### src/hw/conv_pkg.sv
`default_nettype none

package conv_pkg;

	// ----------------------------------------------------------------------
	// Geometry
	// ----------------------------------------------------------------------

	// Image side and filter side
	localparam int IMG_DIM = 4;
	localparam int K_DIM   = 3;

	// Valid convolution leaves a 2x2 output
	localparam int OUT_DIM = IMG_DIM - K_DIM + 1;

	// One MAC stage per filter tap, tap s at row s/3, column s%3
	localparam int N_TAPS = K_DIM * K_DIM;

	// Window w at output row w/2, column w%2
	localparam int N_WIN = OUT_DIM * OUT_DIM;

	// Start edge to done edge: skew register, chain, window spacing, capture
	localparam int RUN_LATENCY = 1 + N_TAPS + (N_WIN - 1) + 1;

	// ----------------------------------------------------------------------
	// Types
	// ----------------------------------------------------------------------

	typedef logic [7:0] pixel_t;
	// Wraps modulo 256
	typedef logic [7:0] acc_t;
	typedef logic [1:0] win_idx_t;

endpackage

`default_nettype wire

### src/hw/tap_if.sv
`default_nettype none

interface tap_if;

	// Element s already delayed s cycles
	conv_pkg::pixel_t pix [conv_pkg::N_TAPS];

	// Window entering stage 0 this cycle
	logic valid;
	conv_pkg::win_idx_t win;

	modport src (
		output pix,
		output valid,
		output win
	);

	modport snk (
		input pix,
		input valid,
		input win
	);

endinterface

`default_nettype wire

### src/hw/conv2d_systolic_top.sv
`default_nettype none

module conv2d_systolic_top (
	input  wire               clk_in,
	input  wire               arst_n,
	input  wire               start,
	input  conv_pkg::pixel_t  image [conv_pkg::IMG_DIM * conv_pkg::IMG_DIM],
	input  conv_pkg::pixel_t  filter [conv_pkg::N_TAPS],
	output conv_pkg::acc_t    result [conv_pkg::N_WIN],
	output logic              done
);

	// ----------------------------------------------------------------------
	// Internal nets
	// ----------------------------------------------------------------------

	logic issue;
	conv_pkg::win_idx_t issue_win;

	logic sum_valid;
	conv_pkg::win_idx_t sum_win;
	conv_pkg::acc_t sum;

	// Skewed operands into the chain
	tap_if taps ();

	// ----------------------------------------------------------------------
	// Blocks
	// ----------------------------------------------------------------------

	window_sequencer u_seq (
		.clk_in    (clk_in),
		.arst_n    (arst_n),
		.start     (start),
		.issue     (issue),
		.issue_win (issue_win)
	);

	operand_skew u_skew (
		.clk_in    (clk_in),
		.arst_n    (arst_n),
		.issue     (issue),
		.issue_win (issue_win),
		.image     (image),
		.taps      (taps.src)
	);

	mac_chain u_chain (
		.clk_in    (clk_in),
		.arst_n    (arst_n),
		.filter    (filter),
		.taps      (taps.snk),
		.sum_valid (sum_valid),
		.sum_win   (sum_win),
		.sum       (sum)
	);

	result_collector u_collect (
		.clk_in    (clk_in),
		.arst_n    (arst_n),
		.sum_valid (sum_valid),
		.sum_win   (sum_win),
		.sum       (sum),
		.result    (result),
		.done      (done)
	);

endmodule

`default_nettype wire

### src/hw/mac_chain.sv
`default_nettype none

module mac_chain (
	input  wire                 clk_in,
	input  wire                 arst_n,
	input  conv_pkg::pixel_t    filter [conv_pkg::N_TAPS],
	tap_if.snk                  taps,
	output logic                sum_valid,
	output conv_pkg::win_idx_t  sum_win,
	output conv_pkg::acc_t      sum
);

	localparam int LAST = conv_pkg::N_TAPS - 1;

	// Per-stage pipeline registers
	logic               vld_q [conv_pkg::N_TAPS];
	conv_pkg::win_idx_t win_q [conv_pkg::N_TAPS];
	conv_pkg::acc_t     acc_q [conv_pkg::N_TAPS];

	genvar s;
	generate
		for (s = 0; s < conv_pkg::N_TAPS; s++) begin : g_stage
			logic               vld_in;
			conv_pkg::win_idx_t win_in;
			conv_pkg::acc_t     acc_in;
			conv_pkg::acc_t     prod;

			// Stage 0 starts each window from zero
			if (s == 0) begin : g_head
				assign vld_in = taps.valid;
				assign win_in = taps.win;
				assign acc_in = '0;
			end else begin : g_body
				assign vld_in = vld_q[s-1];
				assign win_in = win_q[s-1];
				assign acc_in = acc_q[s-1];
			end

			// Only the low byte survives the wrap
			assign prod = conv_pkg::acc_t'(filter[s] * taps.pix[s]);

			always_ff @(posedge clk_in or negedge arst_n) begin
				if (!arst_n) begin
					vld_q[s] <= 1'b0;
				end else begin
					vld_q[s] <= vld_in;
				end
			end

			always_ff @(posedge clk_in) begin
				win_q[s] <= win_in;
				acc_q[s] <= acc_in + prod;
			end
		end
	endgenerate

	assign sum_valid = vld_q[LAST];
	assign sum_win   = win_q[LAST];
	assign sum       = acc_q[LAST];

endmodule

`default_nettype wire

### src/hw/operand_skew.sv
`default_nettype none

module operand_skew (
	input  wire                 clk_in,
	input  wire                 arst_n,
	input  wire                 issue,
	input  conv_pkg::win_idx_t  issue_win,
	input  conv_pkg::pixel_t    image [conv_pkg::IMG_DIM * conv_pkg::IMG_DIM],
	tap_if.src                  taps
);

	logic valid_q;
	conv_pkg::win_idx_t win_q;
	conv_pkg::pixel_t sel [conv_pkg::N_TAPS];

	// Window register, stage 0 sees it one cycle after issue
	always_ff @(posedge clk_in or negedge arst_n) begin
		if (!arst_n) begin
			valid_q <= 1'b0;
			win_q   <= '0;
		end else begin
			valid_q <= issue;
			win_q   <= issue_win;
		end
	end

	// ----------------------------------------------------------------------
	// Window selector
	// ----------------------------------------------------------------------

	// Tap s reads image[out_row + s/3][out_col + s%3]
	always_comb begin
		int row;
		int col;
		row = int'(win_q) / conv_pkg::OUT_DIM;
		col = int'(win_q) % conv_pkg::OUT_DIM;
		for (int s = 0; s < conv_pkg::N_TAPS; s++) begin
			sel[s] = image[(row + s / conv_pkg::K_DIM) * conv_pkg::IMG_DIM
				+ col + s % conv_pkg::K_DIM];
		end
	end

	// ----------------------------------------------------------------------
	// Skew lines
	// ----------------------------------------------------------------------

	genvar s;
	generate
		for (s = 0; s < conv_pkg::N_TAPS; s++) begin : g_tap
			if (s == 0) begin : g_direct
				assign taps.pix[0] = sel[0];
			end else begin : g_delay
				// s-deep shift line so the pixel meets stage s
				conv_pkg::pixel_t line_q [s];

				always_ff @(posedge clk_in) begin
					line_q[0] <= sel[s];
					for (int i = 1; i < s; i++) begin
						line_q[i] <= line_q[i-1];
					end
				end

				assign taps.pix[s] = line_q[s-1];
			end
		end
	endgenerate

	assign taps.valid = valid_q;
	assign taps.win   = win_q;

endmodule

`default_nettype wire

### src/hw/result_collector.sv
`default_nettype none

module result_collector (
	input  wire                 clk_in,
	input  wire                 arst_n,
	input  wire                 sum_valid,
	input  conv_pkg::win_idx_t  sum_win,
	input  conv_pkg::acc_t      sum,
	output conv_pkg::acc_t      result [conv_pkg::N_WIN],
	output logic                done
);

	localparam conv_pkg::win_idx_t LAST_WIN = conv_pkg::win_idx_t'(conv_pkg::N_WIN - 1);

	logic last_sum;

	// Final window of a run closes it
	assign last_sum = sum_valid && (sum_win == LAST_WIN);

	// Slot picked by the window tag, held until overwritten
	always_ff @(posedge clk_in or negedge arst_n) begin
		if (!arst_n) begin
			for (int w = 0; w < conv_pkg::N_WIN; w++) begin
				result[w] <= '0;
			end
		end else if (sum_valid) begin
			result[sum_win] <= sum;
		end
	end

	// Done pulses as the last slot is written
	always_ff @(posedge clk_in or negedge arst_n) begin
		if (!arst_n) begin
			done <= 1'b0;
		end else begin
			done <= last_sum;
		end
	end

endmodule

`default_nettype wire

### src/hw/window_sequencer.sv
`default_nettype none

module window_sequencer (
	input  wire                 clk_in,
	input  wire                 arst_n,
	input  wire                 start,
	output logic                issue,
	output conv_pkg::win_idx_t  issue_win
);

	localparam conv_pkg::win_idx_t LAST_WIN = conv_pkg::win_idx_t'(conv_pkg::N_WIN - 1);

	logic busy;
	conv_pkg::win_idx_t win_cnt;

	// Plain up counter, one window per cycle while busy
	always_ff @(posedge clk_in or negedge arst_n) begin
		if (!arst_n) begin
			busy    <= 1'b0;
			win_cnt <= '0;
		end else if (!busy) begin
			// Start only counts when idle
			if (start) begin
				busy    <= 1'b1;
				win_cnt <= '0;
			end
		end else begin
			if (win_cnt == LAST_WIN) begin
				busy <= 1'b0;
			end
			win_cnt <= win_cnt + 1'b1;
		end
	end

	assign issue     = busy;
	assign issue_win = win_cnt;

endmodule

`default_nettype wire

### config.mk
export PLATFORM = sky130hd
export DESIGN_NAME = conv2d_systolic_top
export DESIGN_NICKNAME = d
export VERILOG_FILES = /design/src/hw/conv_pkg.sv /design/src/hw/tap_if.sv /design/src/hw/conv2d_systolic_top.sv /design/src/hw/mac_chain.sv /design/src/hw/operand_skew.sv /design/src/hw/result_collector.sv /design/src/hw/window_sequencer.sv
export SDC_FILE = /design/constraint.sdc
export NUM_CORES = 1
export LEC_CHECK = 0
export BUFFER_PORTS_ARGS = -buffer_cell sky130_fd_sc_hd__buf_2
export CAP_MARGIN = 40
export CORE_MARGIN = 3
export CORE_UTILIZATION = 63
export CTS_CLUSTER_SIZE = 14
export DETAILED_ROUTE_END_ITERATION = 8
export GPL_ROUTABILITY_DRIVEN = 0
export PLACE_DENSITY_LB_ADDON = 0.08
export SYNTH_ARGS = -nofsm -noshare
export SYNTH_HDL_FRONTEND = slang
export SYNTH_SLANG_ARGS = --single-unit
### constraint.sdc
create_clock -name clk_in -period 8.9 [get_ports clk_in]
set_clock_uncertainty 0.2 [all_clocks]
set_input_delay 0.89 -clock clk_in [delete_from_list [all_inputs] [get_ports clk_in]]
set_output_delay 0.89 -clock clk_in [all_outputs]
set_load 0.01 [all_outputs]
* Word-level counts from Yosys, hierarchy flattened *
Memories as Yosys holds them, arrays and structs flattened.
Index checks and enable logic that the tools add are counted.

operators by class
  add/sub/neg operators = 20
  bitwise gates (word level) = 10
  magnitude comparators = 11
  reductions and logical operators = 3
  equal/unequal tests = 2
  mux-type cells = 35
  $mul = 9

operators by type and width
  cell                   number
  $bmux 8 s4             9
  $ge 32x5->1 const B    9
  $not 32->32            9
  $mux 8                 19
  $add 32x2->32 const B  3
  $add 32x3->32 const B  3
  $mul 8x8->8            9
  $add 32x2->32          2
  $add 8x8->8            8
  $bwmux 32              1
  $demux 8 s2            1
  $add 3x1->4            1
  $eq 2x2->1 const B     2
  $mux 2                 2
  $add 1x2->3 const B    1
  $ge 3x3->1 const B     1
  $lt 3x1->1 const B     1
  $mux 1                 3
  $not 2->3              1
  $add 1x1->2 const B    1
  $add 2x1->2 const B    1
  $logic_and 1x1->1      2
  $reduce_bool 2->1      1

word-level totals
  memory bits (writable) = 378
  memories = 10
  register bits = 48
  logic and storage cells = 118
  input port bits = 203

memories
  memory                          depth  bits a word  read ports  clocked after memory_dff  wr ports  RTL line            text
  u_chain.acc_q                   9      8            9           0                         9         mac_chain.sv:18     conv_pkg::acc_t acc_q [conv_pkg::N_TAPS];
  u_skew.g_tap[8].g_delay.line_q  8      8            8           0                         8         operand_skew.sv:54  conv_pkg::pixel_t line_q [s];
  u_skew.g_tap[7].g_delay.line_q  7      8            7           0                         7         operand_skew.sv:54
  u_skew.g_tap[6].g_delay.line_q  6      8            6           0                         6         operand_skew.sv:54
  u_skew.g_tap[5].g_delay.line_q  5      8            5           0                         5         operand_skew.sv:54
  u_skew.g_tap[4].g_delay.line_q  4      8            4           0                         4         operand_skew.sv:54
  4 more memories                 -      -            -           -                         -         -

* Depth between registers and ports, before layout *
Gate-level depths: netlist of run 1.

  word-level depth = 7
  depth in mapped cells = 17
  depth with buffers taken out = 16

* Hierarchy *
From an unflattened synthesis of run 1, not the netlist that was laid out.

second synthesis, totals
  cells, all modules = 1747
  area total of the unflattened synthesis = 20799.9 um^2

by module, submodules not included
  module            seq. area each (um^2)  area each (um^2)  instances  cells each
  mac_chain         2026.9                 11467.2           1          1248
  operand_skew      5840.6                 7961.4            1          419
  result_collector  825.8                  1241.2            1          70
  window_sequencer  75.1                   130.1             1          10

* Worst setup path before layout of run 1 *
Ideal clock, no wire load.

  path kind = input-to-reg
  from = input image[116] (netlist name)
  to = memory u_chain.acc_q[0][7] (netlist name)
  setup slack = 3945 ps
  required time = 8579 ps
  cell stages on the path = 13
  buffers on the path = 0
  library setup time = 121 ps
  data arrival time = 4635 ps
  path through = mux4_1 > and2_1 > fa_1 > inv_1 > fa_1 > fa_1 > fa_1 > inv_1 > ha_1 > a21oi_1 > xor2_1 > xnor3_1 > xnor2_1

RTL lines
  what                RTL line                  text
  start: declaration  conv2d_systolic_top.sv:7  input conv_pkg::pixel_t image [conv_pkg::IMG_DIM * conv_pkg::IMG_DIM],
  end: declaration    mac_chain.sv:18

==> qor.csv, run 1 <==
stage;metric;value;unit
run_status;status;finished, final reports clean;
critical_path;reg2reg path depth;15;
global_routing;antenna violations before repair;6;
synthesis;main combinational cell family by area after synthesis;adder cells;
layout;most frequent cells in the layout;dfxtp_1, inv_1, buf_2;
global_routing;global route overflow;0;
synthesis;mux share of post-synthesis cell area;0.0982;
layout;Multi-input gate area;10300;sq um
routing;DRT Pass-1 Iters;6;
clock_network;Post-CTS Setup Bufs;0;
routing;via/cell ratio;5.10;
critical_path;Setup crit end kind;flip-flop;
critical_path;FF-to-FF setup slack;3.52;ns
sta;worst slew pin tran;0.728;ns
critical_path;Crit path top cell by count;fa_1;
floorplan;row cnt;65;
layout;NumNets Final;2500;
routing;via count;12300;
clock_network;Num CTS Buffers;43;
critical_path;critical path required time;9.12;ns
sta;relative slew slack;0.513;
layout;fin area;23500;sq um
routing;antenna viol nets, final;0;
layout;fraction of layout cells with a size suffix above 1;0.207;
global_routing;GR Layer Usage met1;0.320;
critical_path;CP Launch Type;flip-flop;
global_routing;Top Usage Layer GRT;met2;
synthesis;Syn Inst Count;1721;
sta;Max Fclk;0.186;GHz
critical_path;R2R Path Start;u_skew.taps.win[0];
critical_path;CP Class;reg -> reg;
synthesis;sequential share of the synthesized area;0.431;
global_routing;global-route wire length before repair;66.0;mm
clock_network;CTS Hold Bufs;0;
job;max_cap viols;0;
critical_path;critical-path cell list;buf_4 -> buf_16 -> mux4_2 -> and2_1 -> fa_1 -> inv_1 -> fa_1 -> fa_1 -> fa_1 -> inv_1 -> ha_1 -> a21oi_1 -> xor2_1 -> xnor3_1 -> xnor2_1;
sta;Tmin final;5.38;ns
routing;Residual DRC;0;
synthesis;Avg Cell Area, Syn;11.8;sq um
clock_network;post-CTS sizing;0;
sta;final setup fails;0;
floorplan;Starting Density;0.641;
global_routing;met2 Use GR;0.417;
clock_network;TritonCTS clock tree;done;
global_routing;vias in the first global route;12900;
layout;P&R area growth vs syn;15.7;%
critical_path;Worst Path Max Fanout;61;
floorplan;Die ar.;34500;sq um
sta;setup_tns;0;ns
layout;# fillers;2186;
placement;hpwl dp;33.2;mm
global_routing;GRT Resource Usage Total;0.246;
floorplan;Die X;186;um
sta;Final Hold Vio Count;0;
sta;fin. max-slew vios;0;
placement;port bufs;235;
critical_path;RR Endpoint;u_chain.acc_q[0][7];
clock_network;clk_lat worst skew;0.55;ns
clock_network;Worst-path clk slew;0.06;ns
sta;Final Cycle Share;0.605;
sta;RSZ-0062 raised after global routing;no;
routing;drt initial violations;509;
hold_path;WHS Endpoint;u_skew.g_tap[4].g_delay.line_q[1][0];
synthesis;cell area after synthesis;20300;sq um
clock_network;CTS Buffer Depth;3;
critical_path;Worst path slowest cell;mux4_2;
placement;placed cell area;22000;sq um
hold_path;worst hold path depth;0;
global_routing;M3 GR Usage;0.0471;
routing;wire length per cell;16.9;um
synthesis;Mapped Nets;2233;
clock_network;htree depth;2;
hold_path;worst min path class;reg -> reg;
synthesis;adder and majority cell fraction of the synthesized area;0.248;
floorplan;I/O pin cnt;236;
hold_path;hold path start;u_skew.g_tap[4].g_delay.line_q[0][0];
routing;final WL;40.8;mm
layout;Final Core Density;0.742;
layout;commonest non-fill, non-tap cell in the layout;dfxtp_1;
clock_network;Root Driver;clkbuf_16;
clock_network;CTS Sinks;426;
synthesis;Ys Warns;0;
layout;FF/Latch Area;8780;sq um
floorplan;Core Area;31700;sq um
synthesis;Synth Register Bits;426;
synthesis;Yosys cell types;29;
synthesis;post-synthesis xor/xnor area fraction;0.0694;
critical_path;CP max stage delay;0.63;ns
global_routing;largest net degree at the start of global routing;62;
critical_path;Arrival @ worst endpoint;5.61;ns
floorplan;Chip Height;186;um
synthesis;Synth Area in Simple Gates;0.0763;
synthesis;Compound-Gate Fraction of Synth Area;0.0124;
-- worst max-delay path by stage --
stage,from,end,slack [ns],cells past startpoint
2_1_floorplan,image[116],u_chain.acc_q[0][7],3.94,13
3_3_place_gp,u_skew.taps.win[0],u_chain.acc_q[0][7],3.29,14
3_5_place_dp,u_skew.taps.win[0],u_chain.acc_q[0][7],3.51,15
4_1_cts,u_skew.taps.win[0],u_chain.acc_q[0][7],3.51,15
5_1_grt,u_skew.taps.win[0],u_chain.acc_q[0][7],3.29,15
6_report,u_skew.taps.win[0],u_chain.acc_q[0][7],3.52,15
-- routing by layer --
layer,vias to the layer above,wire length (um)
li1,5856,-
met1,5968,17400
met2,432,19300
met3,75,2730
met4,6,1350
met5,-,28
-- area by class of cell --
type | count | area share
Clock buffer | 54 | 0.0509
Antenna cell | 1 | 0.000106
Timing Repair Buffer | 239 | 0.0535
Sequential cell | 426 | 0.373
Tap cell | 402 | 0.0214
Multi-Input combinational cell | 948 | 0.435
Clock inverter | 20 | 0.0132
Inverter | 330 | 0.0526
-- per-stage QoR --
| step | std cells | setup WS, ns | hold slack (ns) |
|---|---|---|---|
| 2_1_floorplan | 1721 | 3.94 | 0.110 |
| 3_3_place_gp | 2342 | 3.29 | 0.110 |
| 3_5_place_dp | 2345 | 3.51 | 0.112 |
| 4_1_cts | 2419 | 3.51 | 0.109 |
| 5_1_grt | 2419 | 3.29 | 0.118 |
| 6_report | 2420 | 3.52 | 0.112 |
-- registers in the layout, summed over array words and instances, names as in the netlist --
register,count
u_chain.g_stage.vld_in,8
u_skew.taps.win,2
u_collect.result,32
u_skew.g_tap.g_delay.line_q,288
u_seq.issue,1
u_chain.sum_valid,1
u_chain.acc_q,72
u_skew.taps.valid,1
u_chain.win_q,18
u_collect.done,1
u_seq.issue_win,2
-- synth_stat cells --
library cell  number  area, sq um
a2bb2oi_1          1         8.76
a21oi_1           20          100
nor2_1             3         11.3
a22o_1             1         8.76
and2_2             6         45.0
a21o_1            18          135
nand2b_1           2         12.5
and2_1            98          613
mux4_1             3         78.8
buf_6              1         11.3
xnor3_1            2         45.0
xnor2_1          131         1150
mux2i_1            6         60.1
dfxtp_1          378         7570
xor2_1            25          219
clkbuf_1           3         11.3
nand3b_1           2         15.0
buf_1              2         7.51
ha_1             153         1910
buf_2             11         55.1
nor2b_1            5         31.3
fa_1             156         3120
inv_1            330         1240
nand3_1            1         5.00
nand2_1          215          807
mux4_2            66         1490
mux2_2            33          372
dfrtp_1           48         1200
nor3b_2            1         12.5
-- kinds of logic (layout without fill, tap and decap cells) --
group                      count (synthesis)  after routing
and+or+nand+nor                          333            333
buffers and inverters                    347            643
muxes                                    108            108
xor gates and xnor gates                 158            158
adders and majority gates                309            309
other                                      0              1
DFF                                      426            426
AOI/OAI and AO/OA                         40             40
-- worst max-delay path: cells and delay by family, from the launching register on --
kind            cells  cell delay (ns)
compound gates      1             0.16
xor+xnor            3             0.71
fa+ha+maj           5             2.12
buf+inv             4             0.66
flops               1             0.56
mux                 1             0.63
simple gates        1             0.20
Power of run 1 is left out: the tool's default activity adds up to more than one toggle a clock period on the data nets, which glitch-free logic cannot reach.
==> run 2, diff against run 1 <==
--- a/config.mk
+++ b/config.mk
@@ -8,7 +8,7 @@
 export BUFFER_PORTS_ARGS = -buffer_cell sky130_fd_sc_hd__buf_2
 export CAP_MARGIN = 40
 export CORE_MARGIN = 3
-export CORE_UTILIZATION = 63
+export CORE_UTILIZATION = 59
 export CTS_CLUSTER_SIZE = 14
 export DETAILED_ROUTE_END_ITERATION = 8
 export GPL_ROUTABILITY_DRIVEN = 0
==> constraint.sdc (replaced) <==
create_clock -name clk_in -period 5.4 [get_ports clk_in]
set_clock_uncertainty 0.2 [all_clocks]
set_input_delay 0.54 -clock clk_in [delete_from_list [all_inputs] [get_ports clk_in]]
set_output_delay 0.54 -clock clk_in [all_outputs]
set_load 0.01 [all_outputs]
==> qor.csv, run 2 (synthesized netlist as in run 1, its figures left out) <==
stage;metric;value;unit
routing;via/cell ratio;4.98;
routing;via count;12300;
global_routing;vias in the first global route;13100;
hold_path;worst min path class;in -> reg;
clock_network;Worst-path clk slew;0.06;ns
global_routing;global route overflow;0;
clock_network;htree depth;2;
routing;Residual DRC;0;
clock_network;Post-CTS Setup Bufs;0;
layout;# fillers;2522;
sta;final setup fails;0;
floorplan;I/O pin cnt;236;
layout;fin area;23400;sq um
layout;NumNets Final;2502;
layout;Largest Register;u_skew.g_tap.g_delay.line_q;
critical_path;Worst Path Max Fanout;15;
placement;placed cell area;22100;sq um
critical_path;Arrival @ worst endpoint;5.27;ns
clock_network;CTS Sinks;426;
layout;Final Core Density;0.694;
critical_path;critical path required time;5.61;ns
sta;relative slew slack;0.478;
run_status;status;finished, final reports clean;
global_routing;antenna violations before repair;5;
sta;setup_tns;0;ns
layout;most frequent cells in the layout;dfxtp_1, inv_1, buf_2;
sta;Final Hold Vio Count;0;
sta;Max Fclk;0.198;GHz
job;max_cap viols;0;
layout;P&R area growth vs syn;15.2;%
routing;antenna viol nets, final;0;
clock_network;CTS Buffer Depth;3;
global_routing;largest net degree at the start of global routing;48;
floorplan;Chip Height;192;um
sta;hold_ws;0.0709;ns
floorplan;Die X;192;um
routing;drt initial violations;542;
clock_network;Root Driver;clkbuf_16;
floorplan;Core Area;33800;sq um
clock_network;Num CTS Buffers;41;
critical_path;Setup crit end kind;flip-flop;
floorplan;row cnt;67;
critical_path;CP Launch Type;flip-flop;
layout;Regs by FF count;u_skew.g_tap.g_delay.line_q (288), u_chain.acc_q (72), u_collect.result (32);
global_routing;global-route wire length before repair;67.2;mm
global_routing;GRT Resource Usage Total;0.234;
floorplan;Starting Density;0.602;
layout;commonest non-fill, non-tap cell in the layout;dfxtp_1;
placement;port bufs;235;
routing;wire length per cell;16.5;um
clock_network;clk_lat worst skew;0.54;ns
routing;final WL;40.9;mm
critical_path;CP Class;reg -> reg;
sta;Tmin final;5.06;ns
sta;fin. max-slew vios;0;
sta;Final Cycle Share;0.937;
layout;max reg flops;288;
sta;worst slew pin tran;0.783;ns
clock_network;TritonCTS clock tree;done;
layout;fraction of layout cells with a size suffix above 1;0.204;
sta;RSZ-0062 raised after global routing;no;
placement;hpwl dp;33.7;mm
floorplan;Die ar.;36700;sq um
routing;DRT Pass-1 Iters;5;
==> run 2: changes by cell type in the layout (fill, tap and decap cells not counted), sizes merged <==
cell | previous run | this run
bufinv | 5 | 2
dlygate4sd3 | 0 | 1
clkinv | 6 | 8
inv | 337 | 333
clkbuf | 54 | 58
clkinvlp | 2 | 1
diode | 1 | 5
buf | 239 | 242
==> run 2: final timing paths <==
kind                                                       from                              endpoint  slack, ns  cells past startpoint
max reg2reg                                  u_skew.taps.win[0]                   u_chain.acc_q[0][7]       0.34                     13
min in group asynchronous                                arst_n                  u_collect.result[20]       0.22                      2
max in group asynchronous                                arst_n                    u_skew.taps.win[1]       4.26                      3
max                                          u_skew.taps.win[0]                   u_chain.acc_q[0][7]       0.34                     13
min                                                       start                           u_seq.issue       0.07                      3
min reg2reg                u_skew.g_tap[6].g_delay.line_q[3][5]  u_skew.g_tap[6].g_delay.line_q[4][5]       0.11                      0
==> run 2: timing repair <==
action | in CTS | in global routing
hold buffers | 1 | 0
endpoints found under the setup margin | 0 | 0
endpoints found under the hold margin | 44 | 0
gates resized for setup | 0 | 0
==> run 2: layout make-up <==
| class | count | area (sq um) | area share |
|---|---|---|---|
| timing repair buffer | 243 | 1250 | 0.0534 |
| clock inverter | 14 | 193 | 0.00822 |
| multi-input combinational | 948 | 10300 | 0.437 |
| clock buffer | 58 | 1160 | 0.0495 |
| sequential | 426 | 8780 | 0.374 |
| tap | 448 | 561 | 0.0239 |
| antenna | 5 | 12.5 | 0.000534 |
| inverter | 330 | 1240 | 0.0528 |
==> run 2: through the flow <==
stage | setup WS, ns | instances
after floorplan | 0.795 | 1721
after global routing | 0.146 | 2468
after detailed placement | 0.375 | 2394
after global placement | 0.455 | 2393
final | 0.342 | 2472
after CTS | 0.358 | 2467
==> run 2: worst max-delay path, stage by stage, from the launching register on <==
cell and delay, ns:
dfrtp_4 0.61, mux4_1 0.74, and2_1 0.24, fa_1 0.42, inv_1 0.09, fa_1 0.41
fa_1 0.49, fa_1 0.54, inv_1 0.04, ha_1 0.31, a21oi_1 0.17, xor2_1 0.20
xnor3_1 0.34, xnor2_1 0.13
==> run 2: per-layer routing <==
metal  part of all wire  vias to the layer above  routed length [um]  GRT usage
met1               0.42                     5949               17400      0.308
met5            0.00066                        -                  27          0
met3              0.069                       90                2820     0.0460
met2               0.47                      417               19300      0.391
li1                   -                     5862                   -          -
met4              0.034                        4                1390     0.0796
Power of run 2 is left out for the same reason.
==> run 3, diff against run 2 <==
--- a/config.mk
+++ b/config.mk
@@ -12,7 +12,8 @@
 export CTS_CLUSTER_SIZE = 14
 export DETAILED_ROUTE_END_ITERATION = 8
 export GPL_ROUTABILITY_DRIVEN = 0
-export PLACE_DENSITY_LB_ADDON = 0.08
+export PLACE_DENSITY_LB_ADDON = 0.12
 export SYNTH_ARGS = -nofsm -noshare
 export SYNTH_HDL_FRONTEND = slang
 export SYNTH_SLANG_ARGS = --single-unit
+export TNS_END_PERCENT = 50
==> qor.csv, run 3 (synthesized netlist as in run 1, its figures left out) <==
stage;metric;value;unit
run_status;status;finished, final reports clean;
clock_network;TritonCTS clock tree;done;
placement;hpwl dp;33.9;mm
global_routing;GRT Resource Usage Total;0.240;
clock_network;CTS Buffer Depth;3;
clock_network;Num CTS Buffers;43;
critical_path;Buf/Inv on CP;2;
sta;final setup fails;0;
hold_path;worst min path class;in -> reg;
sta;Max Fclk;0.197;GHz
sta;Final Cycle Share;0.938;
critical_path;Arrival @ worst endpoint;5.28;ns
critical_path;Setup crit end kind;flip-flop;
layout;Regs by FF count;u_skew.g_tap.g_delay.line_q (288), u_chain.acc_q (72), u_collect.result (32);
layout;fraction of layout cells with a size suffix above 1;0.206;
routing;antenna viol nets, final;0;
global_routing;vias in the first global route;13400;
floorplan;Die ar.;36700;sq um
routing;wire length per cell;17.1;um
layout;commonest non-fill, non-tap cell in the layout;dfxtp_1;
critical_path;CP Launch Type;flip-flop;
placement;port bufs;235;
global_routing;global-route wire length before repair;68.3;mm
layout;most frequent cells in the layout;dfxtp_1, inv_1, buf_2;
routing;final WL;42.2;mm
layout;antenna cells;0;
critical_path;Worst Path Max Fanout;15;
sta;Tmin final;5.07;ns
sta;worst slew pin tran;0.829;ns
floorplan;I/O pin cnt;236;
layout;NumNets Final;2503;
clock_network;clk_lat worst skew;0.55;ns
clock_network;Post-CTS Setup Bufs;0;
floorplan;Starting Density;0.602;
floorplan;Chip Height;192;um
critical_path;critical-path cell list;mux4_1 -> and2_1 -> fa_1 -> inv_1 -> fa_1 -> fa_1 -> fa_1 -> inv_1 -> ha_1 -> a21oi_1 -> xor2_1 -> xnor3_1 -> xnor2_1;
sta;setup_tns;0;ns
critical_path;critical path required time;5.61;ns
floorplan;row cnt;67;
floorplan;Die X;192;um
floorplan;Core Area;33800;sq um
critical_path;Crit path top cell by count;fa_1;
routing;drt initial violations;488;
sta;RSZ-0062 raised after global routing;no;
critical_path;CP max stage delay;0.73;ns
sta;relative slew slack;0.447;
routing;via/cell ratio;5.00;
clock_network;Root Driver;clkbuf_16;
clock_network;Worst-path clk slew;0.06;ns
global_routing;global route overflow;0;
global_routing;antenna violations before repair;3;
layout;Largest Register;u_skew.g_tap.g_delay.line_q;
routing;DRT Pass-1 Iters;5;
routing;Residual DRC;0;
clock_network;htree depth;2;
critical_path;CP Class;reg -> reg;
global_routing;largest net degree at the start of global routing;52;
sta;fin. max-slew vios;0;
sta;Final Hold Vio Count;0;
critical_path;CP top delay family;adder cells;
clock_network;CTS Sinks;426;
job;max_cap viols;0;
layout;# fillers;2535;
routing;via count;12400;
layout;max reg flops;288;
layout;P&R area growth vs syn;15.4;%
critical_path;Worst path slowest cell;mux4_1;
run 3: layer usage:
metal | wire length (um) | track usage
met3 | 2230 | 0.0354
met4 | 996 | 0.0652
met5 | 0 | 0
met2 | 20700 | 0.415
met1 | 18200 | 0.317
run 3: per-stage QoR:
step	instance area (sq um)	hold WS, ns	std cells	util	worst slack, ns
floorplan	20300	0.0444	1721	-	0.795
global placement	22000	0.110	2393	0.653	0.464
detailed placement	22000	0.112	2393	0.653	0.368
CTS	23500	0.0812	2471	0.695	0.336
global route	23500	0.0960	2471	0.695	0.101
finish	23500	0.0998	2471	0.695	0.334
run 3: path summary, 6_finish.rpt:
| path | depth (start not counted) | slack, ns | end | from |
|---|---|---|---|---|
| setup / recovery | 13 | 0.33 | u_chain.acc_q[0][7] | u_skew.taps.win[0] |
| hold / removal | 2 | 0.1 | u_skew.g_tap[6].g_delay.line_q[0][7] | image[31] |
| setup reg to reg | 13 | 0.33 | u_chain.acc_q[0][7] | u_skew.taps.win[0] |
| hold reg to reg | 0 | 0.11 | u_skew.g_tap[7].g_delay.line_q[1][3] | u_skew.g_tap[7].g_delay.line_q[0][3] |
| max in group asynchronous | 3 | 4.06 | u_skew.taps.win[1] | arst_n |
| min in group asynchronous | 3 | 0.44 | u_collect.result[28] | arst_n |
run 3: timing repair:
action,4_1_cts,5_1_grt
hold buffers,1,0
resized for setup,0,0
hold endpoints to repair,48,0
run 3: cell type report:
class,instances,area (sq um),area share
multi-input combinational,948,10300,0.437
sequential,426,8780,0.374
inverter,330,1240,0.0528
timing repair buffer,242,1230,0.0525
clock buffer,58,1200,0.0513
tap,448,561,0.0239
clock inverter,19,205,0.00874
Power of run 3 is left out for the same reason.
